### src/inst_rom.hex
// one 32-bit instruction word per line, word address 0 first
00000093
00100113
00a00193
002081b3
40208233
0020f2b3
0020e333
0020c3b3
00209433
0020d4b3
4020d533
0020a5b3
0020b633
00112023
00012683
00410713
fff00793
00179813
0017d893
4017d913
123459b7
00001a17
00208463
00209463
0020c463
0020d463
0020e463
0020f463
008000ef
00008067
00410a93
01500b13
016a8bb3
00b12223
00412c03
00211423
00811c83
00210623
00c14d03
7ff00d93
800d8e13
01ce0eb3
0000000f
0000100f
00000073
00100073
00000013
fe000ee3

### src/ifu_pkg.sv
package ifu_pkg;

    // byte address and instruction word
    typedef logic [31:0] addr_t;
    typedef logic [31:0] word_t;

    // AXI read response
    typedef logic [1:0] resp_t;

    localparam resp_t RESP_OKAY   = 2'd0;
    localparam resp_t RESP_SLVERR = 2'd2;

    // fetch sequencer states
    typedef enum logic [1:0] {
        IDLE,
        WAIT,
        DELIVER
    } seq_state_t;

    // ROM image, one 32-bit word per line
    localparam string ROM_FILE = "/design/src/inst_rom.hex";

endpackage

### src/ifu_axi_master.sv
`timescale 1ns/1ns

module ifu_axi_master import ifu_pkg::*; (
    input  logic  clk,
    input  logic  rst,

    // request side, one read at a time
    input  addr_t req_addr,
    input  logic  req_en,
    output word_t rdata,
    output resp_t rresp,
    output logic  finish,

    // read address channel
    output addr_t araddr,
    output logic  arvalid,
    input  logic  arready,

    // read data channel
    input  word_t axi_rdata,
    input  resp_t axi_rresp,
    input  logic  rvalid,
    output logic  rready
);

    logic ar_hs;
    logic r_hs;

    assign ar_hs = arvalid && arready;
    assign r_hs  = rvalid && rready;

    // address is only looked at while arvalid is high
    always_ff @(posedge clk) begin
        if (req_en) begin
            araddr <= req_addr;
        end
    end

    // arvalid held until the slave takes the address
    always_ff @(posedge clk or posedge rst) begin
        if (rst) begin
            arvalid <= 1'b0;
        end else if (ar_hs) begin
            arvalid <= 1'b0;
        end else if (req_en) begin
            arvalid <= 1'b1;
        end
    end

    // ready for data once the address is accepted
    always_ff @(posedge clk or posedge rst) begin
        if (rst) begin
            rready <= 1'b0;
        end else if (r_hs) begin
            rready <= 1'b0;
        end else if (ar_hs) begin
            rready <= 1'b1;
        end
    end

    // word and response kept until the next read completes
    always_ff @(posedge clk) begin
        if (r_hs) begin
            rdata <= axi_rdata;
            rresp <= axi_rresp;
        end
    end

    // finish is the data handshake delayed by one cycle,
    // so rdata is already stable when it is seen
    always_ff @(posedge clk or posedge rst) begin
        if (rst) begin
            finish <= 1'b0;
        end else begin
            finish <= r_hs;
        end
    end

endmodule

### src/fetch_sequencer.sv
`timescale 1ns/1ns

module fetch_sequencer import ifu_pkg::*; #(
    parameter addr_t RESET_PC = '0
) (
    input  logic  clk,
    input  logic  rst,

    // core control
    input  logic  fetch_en,
    input  logic  redirect,
    input  addr_t redirect_pc,

    // to and from the read master
    output addr_t req_addr,
    output logic  req_en,
    input  word_t rdata,
    input  resp_t rresp,
    input  logic  finish,

    // instruction output
    output logic  inst_valid,
    output word_t inst,
    output addr_t inst_pc,
    output logic  inst_fault
);

    seq_state_t state;
    seq_state_t state_nxt;
    addr_t      pc;
    logic       discard;
    logic       issue;
    logic       done;

    // a redirect takes the cycle, the request goes out on the next one
    assign issue = (state == IDLE || state == DELIVER) && fetch_en && !redirect;
    assign done  = (state == WAIT) && finish;

    assign req_en   = issue;
    assign req_addr = pc;

    // master holds the word until the next read completes
    assign inst_valid = (state == DELIVER);
    assign inst       = rdata;
    assign inst_fault = (rresp != RESP_OKAY);

    always_comb begin
        state_nxt = state;
        case (state)
            IDLE: begin
                if (issue) begin
                    state_nxt = WAIT;
                end
            end
            WAIT: begin
                // a redirect in the finish cycle also kills the result
                if (finish) begin
                    state_nxt = (discard || redirect) ? IDLE : DELIVER;
                end
            end
            DELIVER: begin
                state_nxt = issue ? WAIT : IDLE;
            end
            default: begin
                state_nxt = IDLE;
            end
        endcase
    end

    always_ff @(posedge clk or posedge rst) begin
        if (rst) begin
            state <= IDLE;
        end else begin
            state <= state_nxt;
        end
    end

    // redirect wins over the sequential step
    always_ff @(posedge clk or posedge rst) begin
        if (rst) begin
            pc <= RESET_PC;
        end else if (redirect) begin
            pc <= redirect_pc;
        end else if (done && !discard) begin
            pc <= pc + addr_t'(4);
        end
    end

    // read in flight belongs to the old stream
    always_ff @(posedge clk or posedge rst) begin
        if (rst) begin
            discard <= 1'b0;
        end else if (done) begin
            discard <= 1'b0;
        end else if (state == WAIT && redirect) begin
            discard <= 1'b1;
        end
    end

    // pc of the word about to be delivered
    always_ff @(posedge clk) begin
        if (done) begin
            inst_pc <= pc;
        end
    end

endmodule

### src/axi_inst_rom.sv
`timescale 1ns/1ns

module axi_inst_rom import ifu_pkg::*; #(
    parameter int ROM_AW = 6
) (
    input  logic  clk,
    input  logic  rst,

    // read address channel
    input  addr_t araddr,
    input  logic  arvalid,
    output logic  arready,

    // read data channel
    output word_t rdata,
    output resp_t rresp,
    output logic  rvalid,
    input  logic  rready
);

    localparam int    DEPTH     = 1 << ROM_AW;
    localparam addr_t ROM_BYTES = addr_t'(DEPTH) << 2;

    word_t             mem [DEPTH];
    logic [15:0]       lfsr;
    logic              lfsr_fb;
    logic [1:0]        ar_cnt;
    logic [1:0]        r_cnt;
    logic              pend;
    logic              ar_hs;
    logic              r_hs;
    logic              in_range;
    logic [ROM_AW-1:0] widx;

    // unloaded words read as zero
    initial begin
        for (int i = 0; i < DEPTH; i++) begin
            mem[i] = '0;
        end
        $readmemh(ROM_FILE, mem);
    end

    assign widx     = araddr[ROM_AW+1:2];
    assign in_range = (araddr < ROM_BYTES);

    assign ar_hs = arvalid && arready;
    assign r_hs  = rvalid && rready;

    // one read at a time, no new address while data is pending
    assign arready = !pend && (ar_cnt == 2'd0);
    assign rvalid  = pend && (r_cnt == 2'd0);

    // x^16 + x^14 + x^13 + x^11 + 1
    assign lfsr_fb = lfsr[15] ^ lfsr[13] ^ lfsr[12] ^ lfsr[10];

    always_ff @(posedge clk or posedge rst) begin
        if (rst) begin
            lfsr <= 16'hace1;
        end else begin
            lfsr <= {lfsr[14:0], lfsr_fb};
        end
    end

    // address delay of 0 to 3 cycles, counted while arvalid waits
    always_ff @(posedge clk or posedge rst) begin
        if (rst) begin
            ar_cnt <= 2'd0;
        end else if (r_hs) begin
            ar_cnt <= lfsr[5:4];
        end else if (arvalid && !pend && ar_cnt != 2'd0) begin
            ar_cnt <= ar_cnt - 2'd1;
        end
    end

    // rvalid comes r_cnt + 1 cycles after the address handshake
    always_ff @(posedge clk or posedge rst) begin
        if (rst) begin
            pend  <= 1'b0;
            r_cnt <= 2'd0;
        end else if (ar_hs) begin
            pend  <= 1'b1;
            r_cnt <= lfsr[1:0];
        end else if (r_hs) begin
            pend <= 1'b0;
        end else if (pend && r_cnt != 2'd0) begin
            r_cnt <= r_cnt - 2'd1;
        end
    end

    // looked up at the address handshake, held until rready
    always_ff @(posedge clk) begin
        if (ar_hs) begin
            if (in_range) begin
                rdata <= mem[widx];
                rresp <= RESP_OKAY;
            end else begin
                rdata <= '0;
                rresp <= RESP_SLVERR;
            end
        end
    end

endmodule

### src/ifu_top.sv
`timescale 1ns/1ns

module ifu_top import ifu_pkg::*; #(
    parameter addr_t RESET_PC = '0,
    parameter int    ROM_AW   = 6
) (
    input  logic  clk,
    input  logic  rst,
    input  logic  fetch_en,
    input  logic  redirect,
    input  addr_t redirect_pc,
    output logic  inst_valid,
    output word_t inst,
    output addr_t inst_pc,
    output logic  inst_fault
);

    // sequencer to master
    addr_t req_addr;
    logic  req_en;
    word_t req_rdata;
    resp_t req_rresp;
    logic  finish;

    // AXI-lite read channels
    addr_t araddr;
    logic  arvalid;
    logic  arready;
    word_t rdata;
    resp_t rresp;
    logic  rvalid;
    logic  rready;

    fetch_sequencer #(
        .RESET_PC(RESET_PC)
    ) u_fetch_sequencer (
        .clk        (clk),
        .rst        (rst),
        .fetch_en   (fetch_en),
        .redirect   (redirect),
        .redirect_pc(redirect_pc),
        .req_addr   (req_addr),
        .req_en     (req_en),
        .rdata      (req_rdata),
        .rresp      (req_rresp),
        .finish     (finish),
        .inst_valid (inst_valid),
        .inst       (inst),
        .inst_pc    (inst_pc),
        .inst_fault (inst_fault)
    );

    ifu_axi_master u_ifu_axi_master (
        .clk      (clk),
        .rst      (rst),
        .req_addr (req_addr),
        .req_en   (req_en),
        .rdata    (req_rdata),
        .rresp    (req_rresp),
        .finish   (finish),
        .araddr   (araddr),
        .arvalid  (arvalid),
        .arready  (arready),
        .axi_rdata(rdata),
        .axi_rresp(rresp),
        .rvalid   (rvalid),
        .rready   (rready)
    );

    axi_inst_rom #(
        .ROM_AW(ROM_AW)
    ) u_axi_inst_rom (
        .clk    (clk),
        .rst    (rst),
        .araddr (araddr),
        .arvalid(arvalid),
        .arready(arready),
        .rdata  (rdata),
        .rresp  (rresp),
        .rvalid (rvalid),
        .rready (rready)
    );

endmodule

### config.mk
export PLATFORM = sky130hd
export DESIGN_NAME = ifu_top
export DESIGN_NICKNAME = d
export VERILOG_FILES = /design/src/ifu_pkg.sv /design/src/ifu_axi_master.sv /design/src/fetch_sequencer.sv /design/src/axi_inst_rom.sv /design/src/ifu_top.sv
export SDC_FILE = /design/constraint.sdc
export NUM_CORES = 1
export LEC_CHECK = 0
export BUFFER_PORTS_ARGS = -buffer_cell sky130_fd_sc_hd__buf_2
export CAP_MARGIN = 25
export CORE_UTILIZATION = 45
export CTS_BUF_LIST = sky130_fd_sc_hd__clkbuf_4 sky130_fd_sc_hd__clkbuf_8
export CTS_CLUSTER_SIZE = 24
export DETAILED_ROUTE_END_ITERATION = 6
export GPL_ROUTABILITY_DRIVEN = 0
export PLACE_DENSITY = 0.68
export SLEW_MARGIN = 10
export SYNTH_ARGS = -nofsm -noshare
export SYNTH_HDL_FRONTEND = slang
export SYNTH_SLANG_ARGS = --single-unit
### constraint.sdc
create_clock -name clk -period 4.31 [get_ports clk]
set_input_delay 0.431 -clock clk [delete_from_list [all_inputs] [get_ports clk]]
set_output_delay 0.431 -clock clk [all_outputs]
set_load 0.02 [all_outputs]
* Word level (Yosys, flattened, before mapping) *
Index checks and enable logic that the tools add are counted.

cells by class
  add/sub/neg operators = 3
  magnitude comparators = 1
  eq/ne operators = 5
  muxes and demuxes = 21
  bitwise logic cells = 3
  reductions and logical operators = 31

operators with widths
  operator                                                     number
  2-to-1 mux 32 bit                                            2
  adder 32 x 3 -> 32 bit, second input constant                1
  less-than comparator 32 x 9 -> 1 bit, second input constant  1
  2-to-1 mux 2 bit                                             9
  nonzero test 2 bit                                           9
  logical AND 1 bit                                            12
  2-to-1 mux 1 bit                                             9
  zero test 2 bit                                              3
  inequality test 2 x 1 -> 1 bit, second input constant        3
  case mux 2 bit (3 select lines)                              1
  AND reduction 2 bit                                          2
  subtractor 2 x 1 -> 2 bit, second input constant             2
  zero test 1 bit                                              3
  bitwise XOR 1 bit                                            3
  == test 2 x 1 -> 1 bit, second input constant                1
  == test 2 bit, second input constant                         1
  logical OR 1 bit                                             2

storage, ports and cells
  flip-flop bits (word level) = 191
  input port bits = 36
  output and inout port bits = 66
  word-level logic and storage cells = 80

* Logic depth before layout (Yosys ltp) *
Gate-level depths: netlist of run 1.

  depth in word-level cells = 6
  depth in mapped cells = 6
  depth with buffers taken out = 6

* Modules after synthesis *
A second synthesis of run 1 with hierarchy kept.

unflattened totals
  cell total of the unflattened synthesis = 461
  area total of the unflattened synthesis = 6466.2 µm²

modules (own cells, without submodules)
  module           instances  cells an instance  area an instance (µm²)
  fetch_sequencer  1          292                3284.4
  ifu_axi_master   1          75                 2094.5
  axi_inst_rom     1          94                 1087.3

* Least setup slack after synthesis of run 1 *
Ideal clock, no wire load.

  kind = input to register
  start point = input redirect
  end point = register u_ifu_axi_master.araddr[10] (enable)
  library setup time = 0.445 ns
  arrival time = 2.571 ns
  required time = 3.865 ns
  path slack = 1.294 ns
  stages on the path = 2
  cells stage by stage = clkbuf_1 nor3b_1

on the way
  cells in the longest elaborated chain, start to end = 2

ends and longest elaborated chain
  what                  line                   source
  start, declared       ifu_top.sv:10          input logic redirect,
  zero test 1 bit       fetch_sequencer.sv:36  assign issue = (state == IDLE || state == DELIVER) && fetch_en && !redirect;
  logical AND 1 bit     fetch_sequencer.sv:36
  via req_en            ifu_top.sv:20          logic req_en;
  end signal, assigned  ifu_axi_master.sv:35   araddr <= req_addr;
  end, declared         ifu_axi_master.sv:15   output addr_t araddr,

The timed path passes the listed nets, and every way through them passes these cells.
A chain may end at the register's enable or synchronous reset.

* Worst setup path in the final report of run 1 *
  start point = register u_fetch_sequencer.state[1]
  end point = register u_fetch_sequencer.pc[26] (netlist: u_fetch_sequencer.req_addr[26])

on the way
  cells in the longest elaborated chain, start to end = 4

ends and longest elaborated chain
  what                          line                   source
  start, declared               fetch_sequencer.sv:28  seq_state_t state;
  start signal, assigned        fetch_sequencer.sv:74  state <= state_nxt;
  == test 2 x 1 -> 1 bit        fetch_sequencer.sv:37  assign done = (state == WAIT) && finish;
  logical AND 1 bit             fetch_sequencer.sv:37
  logical AND 1 bit             fetch_sequencer.sv:84  end else if (done && !discard) begin
  nonzero test 2 bit (no line)  n/a
  end signal, assigned          fetch_sequencer.sv:83  pc <= redirect_pc;
  end signal, assigned          fetch_sequencer.sv:85  pc <= pc + addr_t'(4);
  end, declared                 fetch_sequencer.sv:30  addr_t pc;

Every way passes these cells.

==> flow_summary.yaml, run 1 <==
clock_network:
  ctsHoldBuffers: 0
  cts_setup_buffers: 0
  root_buffer: "clkbuf_8"
  cts.clk_slew.worst_paths_ps: 70
  cts.htree.levels: 4
  numCtsBuffers: 17
  cts.sink_count: 117
  clockBufferDepth: 2
  clk_latency_ps: 420
  ctsResizeCount: 0
  tritoncts: "done"
detailed_routing:
  drc: 0
  viasPerCell: 5.199
  drtPass1Iterations: 4
  vias: 3182
  ant_nets: 0
  wl_met3_um: 635
  highest_layer: "met4"
  drtIter0Drc: 182
  detail_route.wl_per_cell_um: 15.59
  wirelength_um: 9539
  wl_met2_um: 4473
  wl_met1_um: 4309
floorplanning:
  coreArea_sq_um: 10420
  rows: 37
  initial_utilization_pct: 46.99
  die_y_um: 106.3
  pin_count: 102
  die-area_sq_um: 11300
  fp.dieW_um: 106.3
global_route:
  grt_pass1_vias: 2920
  grt_max_degree: 60
  grt_pass1_wl_um: 15020
  grt_usage_pct: 17.86
  antenna_found_initial: 0
  grt_overflow_total: 0
yosys:
  ys_async_sr_fraction_pct: 50.43
  synth_most_common_cell: "edfxtp_1"
  ys_seq_area_share_pct: 65.95
  synth-edff-count: 58
  synth.avg_cell_area_sq_um: 12.62
  yosys-top-cells-count: "edfxtp_1, dfrtp_1, buf_4, nor2_1, nand2_1"
  ys_ff_latch: 117
  synth_area_sq_um: 4895
  synth.top_cell.area_share_pct: 35.58
  synthTopCellsByArea: "edfxtp_1, dfrtp_1, buf_4"
  synth_cell_type_count: 51
  synth_warnings: 0
  ys.flop_type: "edfxtp_1"
  synth_area_leader_cell: "edfxtp_1"
  syn_inst: 388
place:
  numPortBuffers: 69
  pre_cts_slack_ps: 1695
  hpwl_um: 6312
  place_area_sq_um: 5223
timing:
  drv_slew: 0
  finalSetupTns_ps: 0
  fmax_mhz: 378.0
  clock_skew_ps: 15.19
  fin_crit_ps: 2646
  rsz0062_at_grt: "false"
  fin_ws_ps: 1664
  period_share_pct: 61.38
  hold_viol: 0
  whs_ps: 213.5
  worstMarginPinSlew_ps: 897.5
  setup_viol: 0
  slew_headroom_pct: 40.10
setup_path:
  cp_top_family: "simple AND/OR/NAND/NOR gates"
  cpMostUsedCell: "or4_1"
  cp_slowest_stage_delay_ps: 900
  arrival_ps: 2970
  path_cells: "nand4bb_1 > or4_1 > or4_1 > a31oi_1"
  critPathRequiredTime_ps: 4640
  ff2ff_setup_slack_ps: 1660
  cp_num_buf_inv: 0
  cp-end-kind: "register"
  path_class: "reg2reg"
  startpoint_type: "register"
  crit_fanout: 17
  crit_slowest_cell: "or4_1"
final_layout:
  finish.net_count: 502
  antennaDiodeCount: 0
  design_area_sq_um: 5664
  utilization_pct: 54.38
  area_delta_synth_final_pct: 15.72
  layout-drive-gt1-share_pct: 25.63
power:
  combinationalPowerShare_pct: 13.7
  switching_share_pct: 26.43
  seqPwrFrac_pct: 49.0
  leakage_uw: 0.002283
  p_sw_uw: 780.0
  pwr_density_cell_nw_per_um2: 520.9
  ir_drop_mv: 0.2132
  clockPowerShare_pct: 37.3
  internal_power_uw: 2171
worst_hold_path:
  hp-class: "in2async"
flow_run:
  drv_cap: 0
status:
  outcome: "completed"
==> power groups by stage <==
stage | logic [uW] | registers, uW | clock network (uW)
after floorplan | 258 | 1500 | 0
after global placement | 399 | 1460 | 0
after detailed placement | 408 | 1470 | 0
after CTS | 410 | 1450 | 1120
after global routing | 450 | 1460 | 1170
final | 406 | 1440 | 1100
==> tightest hold or removal path, cell delays in order <==
cell and delay, ps:
buf_2 100, inv_2 30, buf_4 580
==> worst paths after layout <==
kind | startpoint | endpoint | cells past startpoint
max reg2reg | u_fetch_sequencer.state[1] | u_fetch_sequencer.req_addr[26] | 4
max in group asynchronous | rst | u_fetch_sequencer.req_addr[14] | 3
max | u_fetch_sequencer.state[1] | u_fetch_sequencer.req_addr[26] | 4
min reg2reg | u_axi_inst_rom.lfsr[2] | u_axi_inst_rom.lfsr[3] | 0
min in group clk | redirect_pc[4] | u_fetch_sequencer.req_addr[4] | 3
min | rst | u_axi_inst_rom.ar_cnt[0] | 3
==> cell type report <==
class                      instances  area (sq um)
fill                             893          4752
sequential                       117          3228
multi-input combinational        241          1404
timing repair buffer              72         367.9
clock buffer                      23         291.5
tap                              136         170.2
clock inverter                     9         150.1
inverter                          14         52.55
==> kinds of logic after synthesis <==
family | Yosys count | synth area share (%)
and+or+nand+nor | 133 | 14.88
xor gates and xnor gates | 14 | 2.505
DFF | 117 | 65.95
muxes | 4 | 0.8946
other | 1 | 0.07661
AOI/OAI and AO/OA | 55 | 7.081
adders and majority gates | 3 | 0.7670
buffers and inverters | 61 | 7.847
==> routing by layer <==
metal	track usage (%)	vias up
met4	6.548	0
met1	25.09	1544
li1	-	1509
met2	26.81	116
met5	0	-
met3	4.598	13
==> stage by stage <==
stage / power (uW) / instances
floorplan: 1758 / 419
global placement: 1857 / 580
detailed placement: 1873 / 580
CTS: 2976 / 612
global route: 3086 / 612
finish: 2951 / 612
==> flip-flops by register name, summed over array words and instances, names as in the netlist <==
signal                      cells
u_axi_inst_rom.lfsr            16
u_fetch_sequencer.req_addr     32
u_ifu_axi_master.finish         1
u_fetch_sequencer.state         2
u_fetch_sequencer.inst_pc      32
u_axi_inst_rom.r_cnt            2
u_axi_inst_rom.pend             1
u_fetch_sequencer.discard       1
u_axi_inst_rom.rresp            1
u_axi_inst_rom.ar_cnt           2
u_ifu_axi_master.rready         1
u_ifu_axi_master.arvalid        1
u_ifu_axi_master.araddr        24
u_ifu_axi_master.rresp          1
==> placed cells by master, fill, tap and decap left out, drive strengths merged, types with 2 or more instances in the layout <==
cell type / netlist / routed
buf: 38 / 72
edfxtp: 58 / 58
dfrtp: 51 / 51
conb: 1 / 32
nor2: 29 / 29
nand2: 26 / 26
clkbuf: 8 / 23
o21ai: 17 / 17
nand3: 17 / 17
inv: 14 / 15
a31oi: 13 / 13
or4: 13 / 13
nor4: 11 / 11
nand4: 11 / 11
xnor2: 10 / 10
o31ai: 9 / 9
dfstp: 8 / 8
or3: 6 / 6
a21oi: 5 / 5
nor3: 4 / 4
xor2: 4 / 4
bufinv: 0 / 4
o311ai: 3 / 3
nor2b: 3 / 3
mux2: 3 / 3
a21o: 3 / 3
ha: 3 / 3
clkinv: 0 / 3
and4: 2 / 2
nor3b: 2 / 2
Power figures use the tool's default switching activity.
==> run 2, diff against run 1 <==
--- a/config.mk
+++ b/config.mk
@@ -12,7 +12,7 @@
 export CTS_CLUSTER_SIZE = 24
 export DETAILED_ROUTE_END_ITERATION = 6
 export GPL_ROUTABILITY_DRIVEN = 0
-export PLACE_DENSITY = 0.68
+export PLACE_DENSITY = 0.7
 export SLEW_MARGIN = 10
 export SYNTH_ARGS = -nofsm -noshare
 export SYNTH_HDL_FRONTEND = slang
==> constraint.sdc (replaced) <==
create_clock -name clk -period 2.2 [get_ports clk]
set_input_delay 0.22 -clock clk [delete_from_list [all_inputs] [get_ports clk]]
set_output_delay 0.22 -clock clk [all_outputs]
set_load 0.02 [all_outputs]
==> flow_summary.yaml, run 2 (synthesis gave the netlist of run 1 again) <==
clock_network:
  cts.htree.levels: 4
  cts.clk_slew.worst_paths_ps: 70
  clockBufferDepth: 2
  root_buffer: "clkbuf_8"
  cts_setup_buffers: 0
  numCtsBuffers: 17
  cts.sink_count: 117
  clk_latency_ps: 420
  tritoncts: "done"
detailed_routing:
  detail_route.wl_per_cell_um: 15.01
  vias: 3322
  drtIter0Drc: 210
  viasPerCell: 5.191
  drtPass1Iterations: 5
  wirelength_um: 9607
  drc: 0
  ant_nets: 0
setup_path:
  crit_fanout: 10
  critPathRequiredTime_ps: 2540
  arrival_ps: 2450
  startpoint_type: "register"
  cp-end-kind: "register"
  path_class: "reg2reg"
  ff2ff_setup_slack_ps: 90
global_route:
  grt_pass1_wl_um: 15510
  grt_usage_pct: 18.35
  grt_pass1_vias: 3207
  grt_max_degree: 60
  antenna_found_initial: 0
  grt_overflow_total: 0
timing:
  setup_viol: 0
  hold_viol: 0
  drv_slew: 0
  rsz0062_at_grt: "true"
  whs_ps: 7.084
  period_share_pct: 96.01
  fmax_mhz: 473.4
  worstMarginPinSlew_ps: 757.2
  fin_ws_ps: 87.78
  slew_headroom_pct: 49.52
  clock_skew_ps: 9.640
  fin_crit_ps: 2112
final_layout:
  design_area_sq_um: 5847
  area_delta_synth_final_pct: 19.45
  fillers: 897
  instances_no_fill: 640
  finish.net_count: 530
  layout-drive-gt1-share_pct: 30.16
  layout_commonest_cell: "buf_2"
  utilization_pct: 56.13
  antennaDiodeCount: 0
  final_cell_mix: "buf_2, edfxtp_1, dfrtp_1"
floorplanning:
  die_y_um: 106.3
  fp.dieW_um: 106.3
  die-area_sq_um: 11300
  rows: 37
  coreArea_sq_um: 10420
  initial_utilization_pct: 46.99
  pin_count: 102
place:
  hpwl_um: 6807
  placed_cells: 605
  place_area_sq_um: 5416
  numPortBuffers: 69
  pre_cts_slack_ps: -112.8
power:
  pwr_density_cell_nw_per_um2: 941.8
  ir_drop_mv: 0.4867
  leakage_uw: 0.002372
worst_hold_path:
  hp-class: "in2async"
status:
  outcome: "completed"
flow_run:
  drv_cap: 0
run 2: area by class of cell:
type | count | area (sq um) | share of cell area [%]
Inverter | 14 | 52.55 | 0.8988
Clock inverter | 15 | 133.9 | 2.290
Tap cell | 136 | 170.2 | 2.910
Timing Repair Buffer | 100 | 585.6 | 10.01
Clock buffer | 17 | 234.0 | 4.002
Sequential cell | 117 | 3228 | 55.21
Multi-Input combinational cell | 241 | 1443 | 24.67
run 2: worst paths after layout:
| kind | from | cells past startpoint | to |
|---|---|---|---|
| worst max-delay path | u_fetch_sequencer.req_addr[5] | 4 | u_fetch_sequencer.req_addr[25] |
| worst max register to register | u_fetch_sequencer.req_addr[5] | 4 | u_fetch_sequencer.req_addr[25] |
| worst min-delay path | rst | 3 | u_fetch_sequencer.req_addr[2] |
| max in group asynchronous | rst | 3 | u_fetch_sequencer.req_addr[12] |
| worst min register to register | u_axi_inst_rom.lfsr[6] | 0 | u_axi_inst_rom.lfsr[7] |
| min in group clk | redirect_pc[2] | 3 | u_fetch_sequencer.req_addr[2] |
run 2: layer usage:
| metal | wire (um) | up-vias | track usage, % |
|---|---|---|---|
| li1 | - | 1564 | - |
| met1 | 4275 | 1620 | 24.04 |
| met2 | 4634 | 128 | 28.90 |
| met3 | 566 | 10 | 4.292 |
| met4 | 131 | 0 | 8.730 |
| met5 | 0 | - | 0 |
run 2: per-stage QoR:
| stage | total power, uW | setup TNS, ps |
|---|---|---|
| CTS | 5544 | 0 |
| global placement | 3710 | -3.361 |
| detailed placement | 3748 | -457.4 |
| global route | 5784 | -4.126 |
| finish | 5507 | 0 |
| floorplan | 3446 | 0 |
run 2: repair_timing:
item                                   in CTS  in global routing
pin swaps                                   0                  1
endpoints found under the hold margin       3                  0
gates resized for setup                     1                  4
setup endpoints to repair                   7                  6
hold buffers                                3                  0
run 2: power by group:
part	leakage (uW)	internal (uW)	switching (uW)
combinational	0.000964	340	578
clock	0.000177	896	891
sequential	0.00123	2640	165
run 2: worst max-delay path, stage by stage, from the launching register on:
cell and delay (ps):
dfrtp_1 440, nand3_2 150, or4_1 720, or4_1 530, a31oi_1 190
